`config.mk`:
```
export PLATFORM = sky130hd
export DESIGN_NAME = cmo_subsys_top
export DESIGN_NICKNAME = d
export VERILOG_FILES = /design/src/rtl/cache_cfg_pkg.sv /design/src/rtl/cmo_pkg.sv /design/src/rtl/cache_dir.sv /design/src/rtl/write_buffer.sv /design/src/rtl/cmo_handler.sv /design/src/rtl/cmo_subsys_top.sv
export SDC_FILE = /design/constraint.sdc
export NUM_CORES = 1
export LEC_CHECK = 0
export BUFFER_PORTS_ARGS = -buffer_cell sky130_fd_sc_hd__buf_2
export CAP_MARGIN = 30
export CORE_AREA = 4 4 421 423
export DETAILED_ROUTE_END_ITERATION = 10
export DIE_AREA = 0 0 425 427
export PLACE_DENSITY_LB_ADDON = 0.2
export SLEW_MARGIN = 20
export SYNTH_ARGS = -nofsm -noshare
export SYNTH_HDL_FRONTEND = slang
export SYNTH_HIERARCHICAL = 1
export SYNTH_SLANG_ARGS = --single-unit
```
`constraint.sdc`:
```
create_clock -name clk_i -period 9.5 [get_ports clk_i]
set_input_delay 0.95 -clock clk_i [delete_from_list [all_inputs] [get_ports clk_i]]
set_output_delay 0.95 -clock clk_i [all_outputs]
set_load 0.01 [all_outputs]
```
`src/rtl/cache_cfg_pkg.sv`:
```
// Cache address and data word geometry
// Shared by the RTL blocks and the testbench

package cache_cfg_pkg;

    // Byte address width
    localparam int ADDR_WIDTH = 32;

    // Byte offset inside a cache line (16-byte lines)
    localparam int OFFSET_WIDTH = 4;

    // Request and store data width
    localparam int WORD_WIDTH = 32;

    // Byte address
    typedef logic [ADDR_WIDTH-1:0] addr_t;

    // One data word
    typedef logic [WORD_WIDTH-1:0] word_t;

endpackage

```
`src/rtl/cmo_pkg.sv`:
```
// Cache management operation encoding
// Handler FSM states

package cmo_pkg;

    // Operation carried on the request port
    typedef enum logic [1:0] {
        CMO_FENCE       = 2'd0,
        CMO_INVAL_NLINE = 2'd1,
        CMO_INVAL_SET   = 2'd2,
        CMO_INVAL_ALL   = 2'd3
    } cmo_op_e;

    // Handler FSM
    typedef enum logic [2:0] {
        CMOH_IDLE,
        CMOH_FENCE_WAIT,
        CMOH_INVAL_WAIT,
        CMOH_INVAL_CHECK,
        CMOH_INVAL_SET
    } cmo_state_e;

endpackage

```
`src/rtl/cache_dir.sv`:
```
// Tag and valid directory of the data cache
// Fill, combinational lookup, registered check and masked invalidate

`timescale 1ns/1ns

module cache_dir
    import cache_cfg_pkg::*;
#(
    parameter int NUM_SETS = 8,
    parameter int NUM_WAYS = 4
) (
    input  logic                                         clk_i,
    input  logic                                         rst_ni,
    input  logic                                         fill_valid_i,
    input  addr_t                                        fill_addr_i,
    input  logic [$clog2(NUM_WAYS)-1:0]                  fill_way_i,
    input  addr_t                                        lookup_addr_i,
    output logic                                         lookup_hit_o,
    input  logic                                         check_i,
    input  logic [$clog2(NUM_SETS)-1:0]                  check_set_i,
    input  logic [ADDR_WIDTH-OFFSET_WIDTH-$clog2(NUM_SETS)-1:0] check_tag_i,
    output logic [NUM_WAYS-1:0]                          check_hit_way_o,
    input  logic                                         inval_i,
    input  logic [$clog2(NUM_SETS)-1:0]                  inval_set_i,
    input  logic [NUM_WAYS-1:0]                          inval_way_i
);

    localparam int SET_WIDTH = $clog2(NUM_SETS);
    localparam int TAG_WIDTH = ADDR_WIDTH - OFFSET_WIDTH - SET_WIDTH;

    logic [TAG_WIDTH-1:0] tag_q [NUM_SETS][NUM_WAYS];
    logic [NUM_WAYS-1:0]  valid_q [NUM_SETS];
    logic [NUM_WAYS-1:0]  valid_d [NUM_SETS];

    logic [SET_WIDTH-1:0] fill_set;
    logic [TAG_WIDTH-1:0] fill_tag;
    logic [SET_WIDTH-1:0] lookup_set;
    logic [TAG_WIDTH-1:0] lookup_tag;
    logic [NUM_WAYS-1:0]  lookup_match;
    logic [NUM_WAYS-1:0]  check_match;
    logic [NUM_WAYS-1:0]  check_hit_way_q;

    assign fill_set   = fill_addr_i[OFFSET_WIDTH +: SET_WIDTH];
    assign fill_tag   = fill_addr_i[OFFSET_WIDTH+SET_WIDTH +: TAG_WIDTH];
    assign lookup_set = lookup_addr_i[OFFSET_WIDTH +: SET_WIDTH];
    assign lookup_tag = lookup_addr_i[OFFSET_WIDTH+SET_WIDTH +: TAG_WIDTH];

    // Per-way tag compare for the lookup and the check port
    always_comb begin
        for (int w = 0; w < NUM_WAYS; w++) begin
            lookup_match[w] = valid_q[lookup_set][w] && (tag_q[lookup_set][w] == lookup_tag);
            check_match[w]  = valid_q[check_set_i][w] && (tag_q[check_set_i][w] == check_tag_i);
        end
    end

    assign lookup_hit_o    = |lookup_match;
    assign check_hit_way_o = check_hit_way_q;

    // Invalidate applied after the fill, so it wins on the same entry
    always_comb begin
        valid_d = valid_q;
        if (fill_valid_i) begin
            valid_d[fill_set][fill_way_i] = 1'b1;
        end
        if (inval_i) begin
            valid_d[inval_set_i] = valid_d[inval_set_i] & ~inval_way_i;
        end
    end

    always_ff @(posedge clk_i or negedge rst_ni) begin
        if (!rst_ni) begin
            for (int s = 0; s < NUM_SETS; s++) begin
                valid_q[s] <= '0;
            end
        end else begin
            valid_q <= valid_d;
        end
    end

    // Tag array and check result
    always_ff @(posedge clk_i) begin
        if (fill_valid_i) begin
            tag_q[fill_set][fill_way_i] <= fill_tag;
        end
        if (check_i) begin
            check_hit_way_q <= check_match;
        end
    end

endmodule

```
`src/rtl/write_buffer.sv`:
```
// Posted store buffer, circular FIFO
// Drains one entry per cycle on flush or on a store while full

`timescale 1ns/1ns

module write_buffer
    import cache_cfg_pkg::*;
#(
    parameter int WBUF_DEPTH = 4
) (
    input  logic  clk_i,
    input  logic  rst_ni,
    input  logic  st_valid_i,
    input  addr_t st_addr_i,
    input  word_t st_data_i,
    input  logic  flush_i,
    output logic  empty_o,
    output logic  mem_wr_o,
    output addr_t mem_addr_o,
    output word_t mem_data_o
);

    localparam int PTR_WIDTH = (WBUF_DEPTH > 1) ? $clog2(WBUF_DEPTH) : 1;
    localparam int CNT_WIDTH = $clog2(WBUF_DEPTH + 1);

    addr_t addr_q [WBUF_DEPTH];
    word_t data_q [WBUF_DEPTH];

    logic [PTR_WIDTH-1:0] wr_ptr_q;
    logic [PTR_WIDTH-1:0] rd_ptr_q;
    logic [CNT_WIDTH-1:0] count_q;

    logic full;
    logic push;
    logic pop;

    assign full    = (count_q == CNT_WIDTH'(WBUF_DEPTH));
    assign empty_o = (count_q == '0);

    // A store into a full buffer pushes the head out in the same cycle
    assign push = st_valid_i;
    assign pop  = !empty_o && (flush_i || (st_valid_i && full));

    assign mem_wr_o   = pop;
    assign mem_addr_o = addr_q[rd_ptr_q];
    assign mem_data_o = data_q[rd_ptr_q];

    function automatic logic [PTR_WIDTH-1:0] next_ptr(input logic [PTR_WIDTH-1:0] ptr);
        if (ptr == PTR_WIDTH'(WBUF_DEPTH - 1)) begin
            return '0;
        end
        return ptr + 1'b1;
    endfunction

    always_ff @(posedge clk_i or negedge rst_ni) begin
        if (!rst_ni) begin
            wr_ptr_q <= '0;
            rd_ptr_q <= '0;
            count_q  <= '0;
        end else begin
            if (push) begin
                wr_ptr_q <= next_ptr(wr_ptr_q);
            end
            if (pop) begin
                rd_ptr_q <= next_ptr(rd_ptr_q);
            end
            if (push && !pop) begin
                count_q <= count_q + 1'b1;
            end else if (pop && !push) begin
                count_q <= count_q - 1'b1;
            end
        end
    end

    // Entry storage
    always_ff @(posedge clk_i) begin
        if (push) begin
            addr_q[wr_ptr_q] <= st_addr_i;
            data_q[wr_ptr_q] <= st_data_i;
        end
    end

endmodule

```
`src/rtl/cmo_handler.sv`:
```
// Cache management operation handler
// Sequences fences and line, set and full invalidations

`timescale 1ns/1ns

module cmo_handler
    import cache_cfg_pkg::*;
    import cmo_pkg::*;
#(
    parameter int NUM_SETS = 8,
    parameter int NUM_WAYS = 4
) (
    input  logic                                         clk_i,
    input  logic                                         rst_ni,
    input  logic                                         req_valid_i,
    output logic                                         req_ready_o,
    input  cmo_op_e                                      req_op_i,
    input  addr_t                                        req_addr_i,
    input  word_t                                        req_wdata_i,
    input  logic                                         wbuf_empty_i,
    input  logic                                         mshr_empty_i,
    input  logic                                         rtab_empty_i,
    output logic                                         wbuf_flush_o,
    output logic                                         dir_check_o,
    output logic [$clog2(NUM_SETS)-1:0]                  dir_check_set_o,
    output logic [ADDR_WIDTH-OFFSET_WIDTH-$clog2(NUM_SETS)-1:0] dir_check_tag_o,
    input  logic [NUM_WAYS-1:0]                          dir_hit_way_i,
    output logic                                         dir_inval_o,
    output logic [$clog2(NUM_SETS)-1:0]                  dir_inval_set_o,
    output logic [NUM_WAYS-1:0]                          dir_inval_way_o
);

    localparam int SET_WIDTH = $clog2(NUM_SETS);
    localparam int TAG_WIDTH = ADDR_WIDTH - OFFSET_WIDTH - SET_WIDTH;

    cmo_state_e           state_q, state_d;
    cmo_op_e              op_q, op_d;
    addr_t                addr_q, addr_d;
    logic [NUM_WAYS-1:0]  way_q, way_d;
    logic [SET_WIDTH-1:0] set_cnt_q, set_cnt_d;
    logic [SET_WIDTH-1:0] line_set;
    logic [TAG_WIDTH-1:0] line_tag;
    logic                 units_idle;

    // Line address split into set index and tag
    assign line_set = addr_q[OFFSET_WIDTH +: SET_WIDTH];
    assign line_tag = addr_q[OFFSET_WIDTH+SET_WIDTH +: TAG_WIDTH];

    assign dir_check_set_o = line_set;
    assign dir_check_tag_o = line_tag;

    assign units_idle  = mshr_empty_i && rtab_empty_i;
    assign req_ready_o = (state_q == CMOH_IDLE);

    always_comb begin
        state_d   = state_q;
        op_d      = op_q;
        addr_d    = addr_q;
        way_d     = way_q;
        set_cnt_d = set_cnt_q;

        wbuf_flush_o    = 1'b0;
        dir_check_o     = 1'b0;
        dir_inval_o     = 1'b0;
        dir_inval_set_o = line_set;
        dir_inval_way_o = '0;

        case (state_q)
            CMOH_IDLE: begin
                if (req_valid_i) begin
                    if (req_op_i == CMO_FENCE) begin
                        // Drain only once the replay table is empty
                        wbuf_flush_o = rtab_empty_i;
                        if (!rtab_empty_i || !wbuf_empty_i) begin
                            state_d = CMOH_FENCE_WAIT;
                        end
                    end else begin
                        op_d      = req_op_i;
                        addr_d    = req_addr_i;
                        way_d     = req_wdata_i[NUM_WAYS-1:0];
                        set_cnt_d = '0;
                        if (!units_idle) begin
                            state_d = CMOH_INVAL_WAIT;
                        end else if (req_op_i == CMO_INVAL_NLINE) begin
                            state_d = CMOH_INVAL_CHECK;
                        end else begin
                            state_d = CMOH_INVAL_SET;
                        end
                    end
                end
            end
            CMOH_FENCE_WAIT: begin
                wbuf_flush_o = rtab_empty_i;
                if (wbuf_empty_i && rtab_empty_i) begin
                    state_d = CMOH_IDLE;
                end
            end
            CMOH_INVAL_WAIT: begin
                if (units_idle) begin
                    state_d = (op_q == CMO_INVAL_NLINE) ? CMOH_INVAL_CHECK : CMOH_INVAL_SET;
                end
            end
            CMOH_INVAL_CHECK: begin
                dir_check_o = 1'b1;
                state_d     = CMOH_INVAL_SET;
            end
            CMOH_INVAL_SET: begin
                case (op_q)
                    CMO_INVAL_NLINE: begin
                        // Strobe only when some way hit
                        dir_inval_o     = |dir_hit_way_i;
                        dir_inval_way_o = dir_hit_way_i;
                        state_d         = CMOH_IDLE;
                    end
                    CMO_INVAL_ALL: begin
                        dir_inval_o     = 1'b1;
                        dir_inval_set_o = set_cnt_q;
                        dir_inval_way_o = '1;
                        set_cnt_d       = set_cnt_q + 1'b1;
                        if (set_cnt_q == SET_WIDTH'(NUM_SETS - 1)) begin
                            state_d = CMOH_IDLE;
                        end
                    end
                    default: begin
                        dir_inval_o     = 1'b1;
                        dir_inval_way_o = way_q;
                        state_d         = CMOH_IDLE;
                    end
                endcase
            end
            default: begin
                state_d = CMOH_IDLE;
            end
        endcase
    end

    always_ff @(posedge clk_i or negedge rst_ni) begin
        if (!rst_ni) begin
            state_q   <= CMOH_IDLE;
            set_cnt_q <= '0;
        end else begin
            state_q   <= state_d;
            set_cnt_q <= set_cnt_d;
        end
    end

    // Latched request fields
    always_ff @(posedge clk_i) begin
        op_q   <= op_d;
        addr_q <= addr_d;
        way_q  <= way_d;
    end

endmodule

```
`src/rtl/cmo_subsys_top.sv`:
```
// Cache management subsystem top level
// Directory and write buffer side by side, driven by the CMO handler

`timescale 1ns/1ns

module cmo_subsys_top
    import cache_cfg_pkg::*;
    import cmo_pkg::*;
#(
    parameter int NUM_SETS   = 8,
    parameter int NUM_WAYS   = 4,
    parameter int WBUF_DEPTH = 4
) (
    input  logic                        clk_i,
    input  logic                        rst_ni,
    input  logic                        req_valid_i,
    output logic                        req_ready_o,
    input  cmo_op_e                     req_op_i,
    input  addr_t                       req_addr_i,
    input  word_t                       req_wdata_i,
    input  logic                        fill_valid_i,
    input  addr_t                       fill_addr_i,
    input  logic [$clog2(NUM_WAYS)-1:0] fill_way_i,
    input  logic                        st_valid_i,
    input  addr_t                       st_addr_i,
    input  word_t                       st_data_i,
    output logic                        mem_wr_o,
    output addr_t                       mem_addr_o,
    output word_t                       mem_data_o,
    input  addr_t                       lookup_addr_i,
    output logic                        lookup_hit_o,
    input  logic                        mshr_empty_i,
    input  logic                        rtab_empty_i
);

    localparam int SET_WIDTH = $clog2(NUM_SETS);
    localparam int TAG_WIDTH = ADDR_WIDTH - OFFSET_WIDTH - SET_WIDTH;

    logic                 dir_check;
    logic [SET_WIDTH-1:0] dir_check_set;
    logic [TAG_WIDTH-1:0] dir_check_tag;
    logic [NUM_WAYS-1:0]  dir_hit_way;
    logic                 dir_inval;
    logic [SET_WIDTH-1:0] dir_inval_set;
    logic [NUM_WAYS-1:0]  dir_inval_way;
    logic                 wbuf_flush;
    logic                 wbuf_empty;

    cache_dir #(
        .NUM_SETS (NUM_SETS),
        .NUM_WAYS (NUM_WAYS)
    ) i_dir (
        .clk_i           (clk_i),
        .rst_ni          (rst_ni),
        .fill_valid_i    (fill_valid_i),
        .fill_addr_i     (fill_addr_i),
        .fill_way_i      (fill_way_i),
        .lookup_addr_i   (lookup_addr_i),
        .lookup_hit_o    (lookup_hit_o),
        .check_i         (dir_check),
        .check_set_i     (dir_check_set),
        .check_tag_i     (dir_check_tag),
        .check_hit_way_o (dir_hit_way),
        .inval_i         (dir_inval),
        .inval_set_i     (dir_inval_set),
        .inval_way_i     (dir_inval_way)
    );

    write_buffer #(
        .WBUF_DEPTH (WBUF_DEPTH)
    ) i_wbuf (
        .clk_i      (clk_i),
        .rst_ni     (rst_ni),
        .st_valid_i (st_valid_i),
        .st_addr_i  (st_addr_i),
        .st_data_i  (st_data_i),
        .flush_i    (wbuf_flush),
        .empty_o    (wbuf_empty),
        .mem_wr_o   (mem_wr_o),
        .mem_addr_o (mem_addr_o),
        .mem_data_o (mem_data_o)
    );

    cmo_handler #(
        .NUM_SETS (NUM_SETS),
        .NUM_WAYS (NUM_WAYS)
    ) i_cmoh (
        .clk_i           (clk_i),
        .rst_ni          (rst_ni),
        .req_valid_i     (req_valid_i),
        .req_ready_o     (req_ready_o),
        .req_op_i        (req_op_i),
        .req_addr_i      (req_addr_i),
        .req_wdata_i     (req_wdata_i),
        .wbuf_empty_i    (wbuf_empty),
        .mshr_empty_i    (mshr_empty_i),
        .rtab_empty_i    (rtab_empty_i),
        .wbuf_flush_o    (wbuf_flush),
        .dir_check_o     (dir_check),
        .dir_check_set_o (dir_check_set),
        .dir_check_tag_o (dir_check_tag),
        .dir_hit_way_i   (dir_hit_way),
        .dir_inval_o     (dir_inval),
        .dir_inval_set_o (dir_inval_set),
        .dir_inval_way_o (dir_inval_way)
    );

endmodule

```
==> run summary, run 1 <==
Area after DPL - 0.0561 mm2
layout cells sized above 1 - 31.0%
CP Cell Sequence - buf_8 > buf_4 > buf_4 > mux2i_1 > a22oi_1 > o21a_1 > xnor2_1 > nand4_1 > nor4_1 > nand4_1 > nand4_1 > buf_2
Distinct cells, synth - 55
first-pass GRT wire length - 240 mm
drt drc - 0
Yosys reg bits - 1139
YS warnings - 6
Synth top area share - 63.5%
clk_lat worst skew - 0.77 ns
TritonCTS clock tree - built
max-slew violation total from the final report - 0
highest metal used - met5
Hold Path Class - input pin to asynchronous set/reset pin
worst slew pin tran - 1.06 ns
Cell Pwr Density - 234 mW/mm2
crit path capture type - primary output
unrepaired setup endpoints after global routing - no
crit path DAT - 5.13 ns
Post-synth EDFFs - 1094
Die Y - 427 um
clock sink count - 1139
Core Area - 0.173 mm2
CTS max path bufs - 3
Reg2Reg Depth - 8
Crit. Startpoint - lookup_addr_i[5]
routed wl met3 - 11.8 mm
top cells by area, synth - edfxtp_1 63%, mux4_2 17%, mux2i_1 5.2%
Initial DRT Pass Iterations - 6
Async S/R FF share, synth - 3.95%
launch point of the worst reg-to-reg path - i_cmoh/addr_q[4]
crit path kind - input pin to primary output
post-layout instance area - 0.0604 mm2
H-Tree Depth - 4
Die Wd - 425 um
Synth-to-Final Area Change - 16.7%
capture point of the worst reg-to-reg path - i_dir/check_hit_way_o[3]
CP top delay family - buffers and inverters
initial antenna violation count - 22
CP startpoint kind - input pin
Initial Util - 29.8%
Via density - 5.37
Post CTS Setup Buffer Count - 0
grt ovf - 0
Main synth FF type - edfxtp_1
Tot GR Track Use - 18.9%
slowest CP cell - buf_4
Ports - 270
largest net degree at the start of global routing - 111
crit-path max FO - 75
cell row count - 153
Mapped Nets - 2915
drt wl/cell - 32.0 um
cts repair resizes - 0
Num CTS Buffers - 133
max cap viols - 0
worst endpoint required time - 8.55 ns
# hold bufs at CTS - 0
number of buffers and inverters on the critical path - 4
die area - 0.181 mm2
Root Driver - clkbuf_16
Seq/Total Area, Yosys - 65.7%
vias in the first global route - 30400
Final Hold Fails - 0
Rel. slew slack - 28.6%
Clock transition at path regs - 0.06 ns
CP dominant cell by count - nand4_1
DRT antenna net count - 0
Finish-stage setup viols - 0
DRT iter0 DRCs - 2774
CP Capture Point - lookup_hit_o
Tmin final - 6.08 ns
Crit. path cell count - 12
fin crit share - 64.0%
vias - 29100
outcome - finished clean
Post-Route WL - 174 mm
RePlAce Congestion - 0.846
TNS Setup - 0 ns
leading area contributor after synthesis - edfxtp_1
HPWL Detailed - 110 mm
Cells after Synth - 2703
IO buf count - 229
Fmax achieved - 164 MHz
Reg2Reg Setup Slack - 4.96 ns
M1 wire length - 70.0 mm
LEAKAGE - 19.7 nW
maximum vdd drop - 0.151 mV
routed wl met2 - 85.4 mm
Syn Std Cell Area - 0.0517 mm2
Clock Skew - 0.0276 ns
Largest stage delay, worst path - 0.63 ns
Synth Area per Inst - 19.1 um2
final net count - 3198
## cell families after synthesis
kind of cell / after synthesis / share of synthesized area, %
AOI/OAI and AO/OA: 251 / 3.40
xor gates and xnor gates: 211 / 3.57
buffers and inverters: 180 / 1.78
muxes: 683 / 23.0
adders and majority gates: 9 / 0.232
DFF: 1139 / 65.7
and+or+nand+nor: 230 / 2.38
## placed cells by master, fill, tap and decap left out, types with 5 or more instances in the layout
cell,instances
a22oi_1,77
buf_12,9
inv_6,5
buf_16,9
xnor2_1,116
nor2_1,29
nor2_4,34
nor4_1,25
nand2_1,23
a21oi_1,19
mux2i_1,271
bufinv_16,9
xor2_1,95
o21a_1,75
nor3_1,30
mux4_2,402
a211oi_1,5
nand3b_1,5
o21ai_1,5
buf_2,231
diode_2,7
clkbuf_1,28
clkbuf_16,138
clkinv_1,33
buf_4,65
mux2_2,5
clkinv_2,16
nand4_1,36
mux2_1,5
inv_1,9
ha_1,8
dfrtp_1,43
nand3_1,16
nor4_2,6
o21ai_0,39
edfxtp_1,1094
## worst min-delay path by stage
stage / slack (ns) / start / cells past startpoint / endpoint
floorplan: 0.44 / i_wbuf/count_q[2] / 1 / i_wbuf/count_q[2]
global placement: 0.46 / i_wbuf/count_q[2] / 1 / i_wbuf/count_q[2]
detailed placement: 0.49 / i_wbuf/count_q[2] / 1 / i_wbuf/count_q[2]
CTS: 0.04 / rst_ni / 1 / i_wbuf/rd_ptr_q[1]
global route: 0.07 / rst_ni / 1 / i_wbuf/rd_ptr_q[1]
finish: 0.10 / rst_ni / 1 / i_wbuf/rd_ptr_q[1]
## worst register-to-register path, cell delays in order, from the launching register on
cell and delay, ns:
edfxtp_1 0.58, buf_4 0.50, buf_4 0.45, buf_16 0.30
mux4_2 0.57, mux2i_1 0.23, xor2_1 0.59, nand4_1 0.33
nor4_2 0.70
## metrics by stage
stage,hold WS (ns),util (%),worst slack (ns),std cells,power (mW)
after floorplan,0.443,-,4.64,2703,8.06
after CTS,0.0400,34.8,3.34,5410,14.3
after global routing,0.0664,34.8,3.25,5416,14.7
after global placement,0.462,32.2,3.37,5160,9.16
final,0.102,34.8,3.42,5421,14.1
after detailed placement,0.485,32.3,3.35,5172,9.25
## where the power goes
| part | internal, mW | total, mW | switching (mW) |
|---|---|---|---|
| clock network | 2.91 | 4.97 | 2.06 |
| registers | 5.88 | 6.14 | 0.255 |
| logic | 1.27 | 3.00 | 1.73 |
## cells in the mapped netlist (2+ instances only)
library cell,n
edfxtp_1,1094
mux4_2,402
mux2i_1,271
xnor2_1,116
xor2_1,95
a22oi_1,77
o21a_1,75
buf_2,69
clkbuf_1,62
nor2_1,62
dfrtp_1,45
o21ai_0,39
nand4_1,36
nor3_1,30
nor4_1,27
nand2_1,23
a21oi_1,19
nand3_1,16
buf_6,15
buf_1,13
buf_4,10
inv_1,10
ha_1,8
a211oi_1,5
and2_1,5
mux2_1,5
mux2_2,5
nand3b_1,5
o21ai_1,5
a211o_1,4
and3_1,4
nor3b_1,4
nor4_2,4
o22ai_1,4
o311a_1,4
o311ai_0,4
o311ai_1,4
a31oi_1,3
nand4b_1,3
or3b_2,3
a22o_1,2
nand2b_1,2
nor2b_1,2
## sequential cells by signal, summed over array words and instances, names as in the netlist
signal / count
i_dir/tag_q: 800
i_wbuf/addr_q: 128
i_wbuf/data_q: 128
i_dir/valid_q: 32
i_cmoh/addr_q: 28
i_cmoh/way_q: 4
i_dir/check_hit_way_o: 4
i_cmoh/set_cnt_q: 3
i_cmoh/state_q: 3
i_wbuf/count_q: 3
i_cmoh/op_q: 2
i_wbuf/rd_ptr_q: 2
i_wbuf/wr_ptr_q: 2
## layer usage
| layer | vias up | GRT usage [%] |
|---|---|---|
| met5 | - | 0 |
| met4 | 6 | 6.75 |
| met3 | 290 | 3.81 |
| met2 | 1171 | 31.5 |
| met1 | 15800 | 24.4 |
| li1 | 11900 | - |
## layout make-up
cell class              instances  area [um2]
multi-input cells            1384       17100
clock buffers                 167        3570
inverters                      10        40.0
diodes                          7        17.5
repair buffers                318        2120
fillers                     16300      113000
flip-flops and latches       1139       34000
clock inverters                71         632
well taps                    2325        2910
No activity file was read; power rests on OpenSTA's default activity.
==> inputs of run 2 (changes only) <==
==> constraint.sdc (replaced) <==
create_clock -name clk_i -period 5.15 [get_ports clk_i]
set_input_delay 0.515 -clock clk_i [delete_from_list [all_inputs] [get_ports clk_i]]
set_output_delay 0.515 -clock clk_i [all_outputs]
set_load 0.01 [all_outputs]
==> run summary, run 2 (synthesis results as in run 1) <==
outcome - finished clean (unchanged)
Final Hold Fails - 0 (unchanged)
Hold Path Cell Cnt - 2
Largest stage delay, worst path - 0.62 ns (was 0.63 ns)
Biggest register - i_dir/tag_q (unchanged)
Core Area - 0.173 mm2 (unchanged)
Initial Util - 29.8% (unchanged)
max reg flops - 800 (unchanged)
CP dominant cell by count - nand4_1 (unchanged)
Fmax achieved - 223 MHz
Synth-to-Final Area Change - 19.7% (was 16.7%)
cell row count - 153 (unchanged)
H-Tree Depth - 4 (unchanged)
worst slew pin tran - 0.965 ns (was 1.06 ns)
Rel. slew slack - 35.7% (was 28.6%)
slowest CP cell - nor4_1 (was buf_4)
fin crit share - 87.0%
largest net degree at the start of global routing - 54 (was 111)
LEAKAGE - 20.4 nW (was 19.7 nW)
Tmin final - 4.48 ns
clk_lat worst skew - 0.78 ns (was 0.77 ns)
# hold bufs at CTS - 99 (was 0)
vias - 30200 (was 29100)
Gate power share - 21.6% (was 21.3%)
CTS max path bufs - 3 (unchanged)
Reg2Reg Setup Slack - 1.17 ns (was 4.96 ns)
cts repair resizes - 0 (unchanged)
Via density - 5.41 (was 5.37)
unrepaired setup endpoints after global routing - no (unchanged)
drt drc - 0 (unchanged)
crit-path max FO - 24 (was 75)
commonest non-fill, non-tap cell in the layout - edfxtp_1 (unchanged)
vias in the first global route - 31400 (was 30400)
DRT iter0 DRCs - 3099 (was 2774)
Final Power - 26.3 mW (was 14.1 mW)
final net count - 3365 (was 3198)
crit path capture type - primary output (unchanged)
launch point of the worst reg-to-reg path - i_cmoh/addr_q[4] (unchanged)
drt wl/cell - 33.1 um (was 32.0 um)
final setup margin - 0.671 ns (was 3.42 ns)
Top Registers - i_dir/tag_q x800, i_wbuf/addr_q x128, i_wbuf/data_q x128 (unchanged)
HPWL Detailed - 119 mm (was 110 mm)
Ports - 270 (unchanged)
Hold Path Class - input pin to flip-flop (was input pin to asynchronous set/reset pin)
Post-Route WL - 185 mm (was 174 mm)
commonest non-fill, non-tap cells in the layout - 1094 x edfxtp_1, 402 x mux4_2, 271 x mux2i_1 (unchanged)
internal power - 18.7 mW (was 10.1 mW)
Clock Skew - 0.0372 ns (was 0.0276 ns)
Finish-stage setup viols - 0 (unchanged)
crit path kind - input pin to primary output (unchanged)
maximum vdd drop - 0.386 mV (was 0.151 mV)
crit path DAT - 3.96 ns (was 5.13 ns)
sequential fraction of design power - 43.5% (about the same)
Num CTS Buffers - 133 (unchanged)
Cell Pwr Density - 424 mW/mm2 (was 234 mW/mm2)
Hold Crit Start - st_valid_i
Psw - 7.58 mW (was 4.04 mW)
Hold EP - i_wbuf/wr_ptr_q[0]
IO buf count - 229 (unchanged)
Final Util - 35.7% (was 34.8%)
max cap viols - 0 (unchanged)
layout cells sized above 1 - 31.5% (was 31.0%)
Post CTS Setup Buffer Count - 0 (unchanged)
grt ovf - 0 (unchanged)
DRT antenna net count - 0 (unchanged)
switching power share of the total - 28.9% (was 28.6%)
clock share of power - 34.9% (was 35.2%)
Initial DRT Pass Iterations - 6 (unchanged)
Tot GR Track Use - 20.1% (was 18.9%)
initial antenna violation count - 29 (was 22)
CP Cell Sequence - buf_8 > buf_4 > mux4_2 > mux2i_1 > xor2_1 > nand4_1 > nor4_1 > nand4_1 > nand4_1 > buf_2 (was buf_8 > buf_4 > buf_4 > mux2i_1 > a22oi_1 > o21a_1 > xnor2_1 > nand4_1 > nor4_1 > nand4_1 > nand4_1 > buf_2)
Die Y - 427 um (unchanged)
Reg2Reg Depth - 9 (was 8)
max-slew violation total from the final report - 0 (unchanged)
capture point of the worst reg-to-reg path - i_dir/check_hit_way_o[0] (was i_dir/check_hit_way_o[3])
TNS Setup - 0 ns (unchanged)
Root Driver - clkbuf_16 (unchanged)
die area - 0.181 mm2 (unchanged)
pre-CTS setup slack - 0.762 ns (was 3.35 ns)
worst endpoint required time - 4.64 ns (was 8.55 ns)
RePlAce Congestion - 0.924 (was 0.846)
TritonCTS clock tree - built (unchanged)
first-pass GRT wire length - 254 mm (was 240 mm)
CP startpoint kind - input pin (unchanged)
Die Wd - 425 um (unchanged)
Crit. Startpoint - lookup_addr_i[4] (was lookup_addr_i[5])
clock sink count - 1139 (unchanged)
Clock transition at path regs - 0.05 ns (was 0.06 ns)
[run 2: changes by cell type in the layout (fill, tap and decap cells not counted), sizes merged, moves of 8 or more]
| cell | before | now |
|---|---|---|
| buf | 317 | 383 |
| clkbuf | 168 | 178 |
| clkinv | 53 | 40 |
| diode | 7 | 15 |
| dlygate4sd3 | 0 | 99 |
[run 2: worst max-delay path by stage]
stage                         to  depth (start not counted)
2_1_floorplan  i_cmoh/addr_q[10]                          2
4_1_cts             lookup_hit_o                         10
3_3_place_gp        lookup_hit_o                         10
5_1_grt             lookup_hit_o                          8
3_5_place_dp        lookup_hit_o                         10
6_report            lookup_hit_o                         10
[run 2: layout make-up]
type,count,area [um2]
fillers,16300,112000
flip-flops and latches,1139,34000
multi-input cells,1384,17100
repair buffers,485,3670
clock buffers,175,3630
well taps,2325,2910
clock inverters,58,543
inverters,10,40.0
diodes,15,37.5
[run 2: worst max-delay path: cells and delay by family]
kind	cells	cell delay (ns)
mux	2	0.97
simple gates	4	1.29
buf+inv	3	0.88
xor+xnor	1	0.27
[run 2: power by group through the flow]
stage / combinational, mW / sequential, mW / clock [mW]
global route: 5.99 / 11.5 / 9.80
CTS: 5.69 / 11.4 / 9.38
floorplan: 3.58 / 11.3 / 0
detailed placement: 5.62 / 11.6 / 0
finish: 5.68 / 11.4 / 9.15
global placement: 5.48 / 11.6 / 0
[run 2: per-stage QoR]
step           area [um2]  hold WS, ns  cells
4_1_cts             61900       0.0154   5571
3_5_place_dp        56700        0.455   5239
3_3_place_gp        56600        0.465   5230
5_1_grt             61900       0.0708   5585
2_1_floorplan       51700        0.219   2703
6_report            61900       0.0779   5591
[run 2: per-layer routing]
metal  part of all wire, %  up-vias  track usage [%]
met5                0.0070        -                0
met4                   4.8        2             9.44
met3                   6.7      382             3.89
met2                    48     1381             33.0
met1                    40    16200             25.8
li1                      -    12200                -
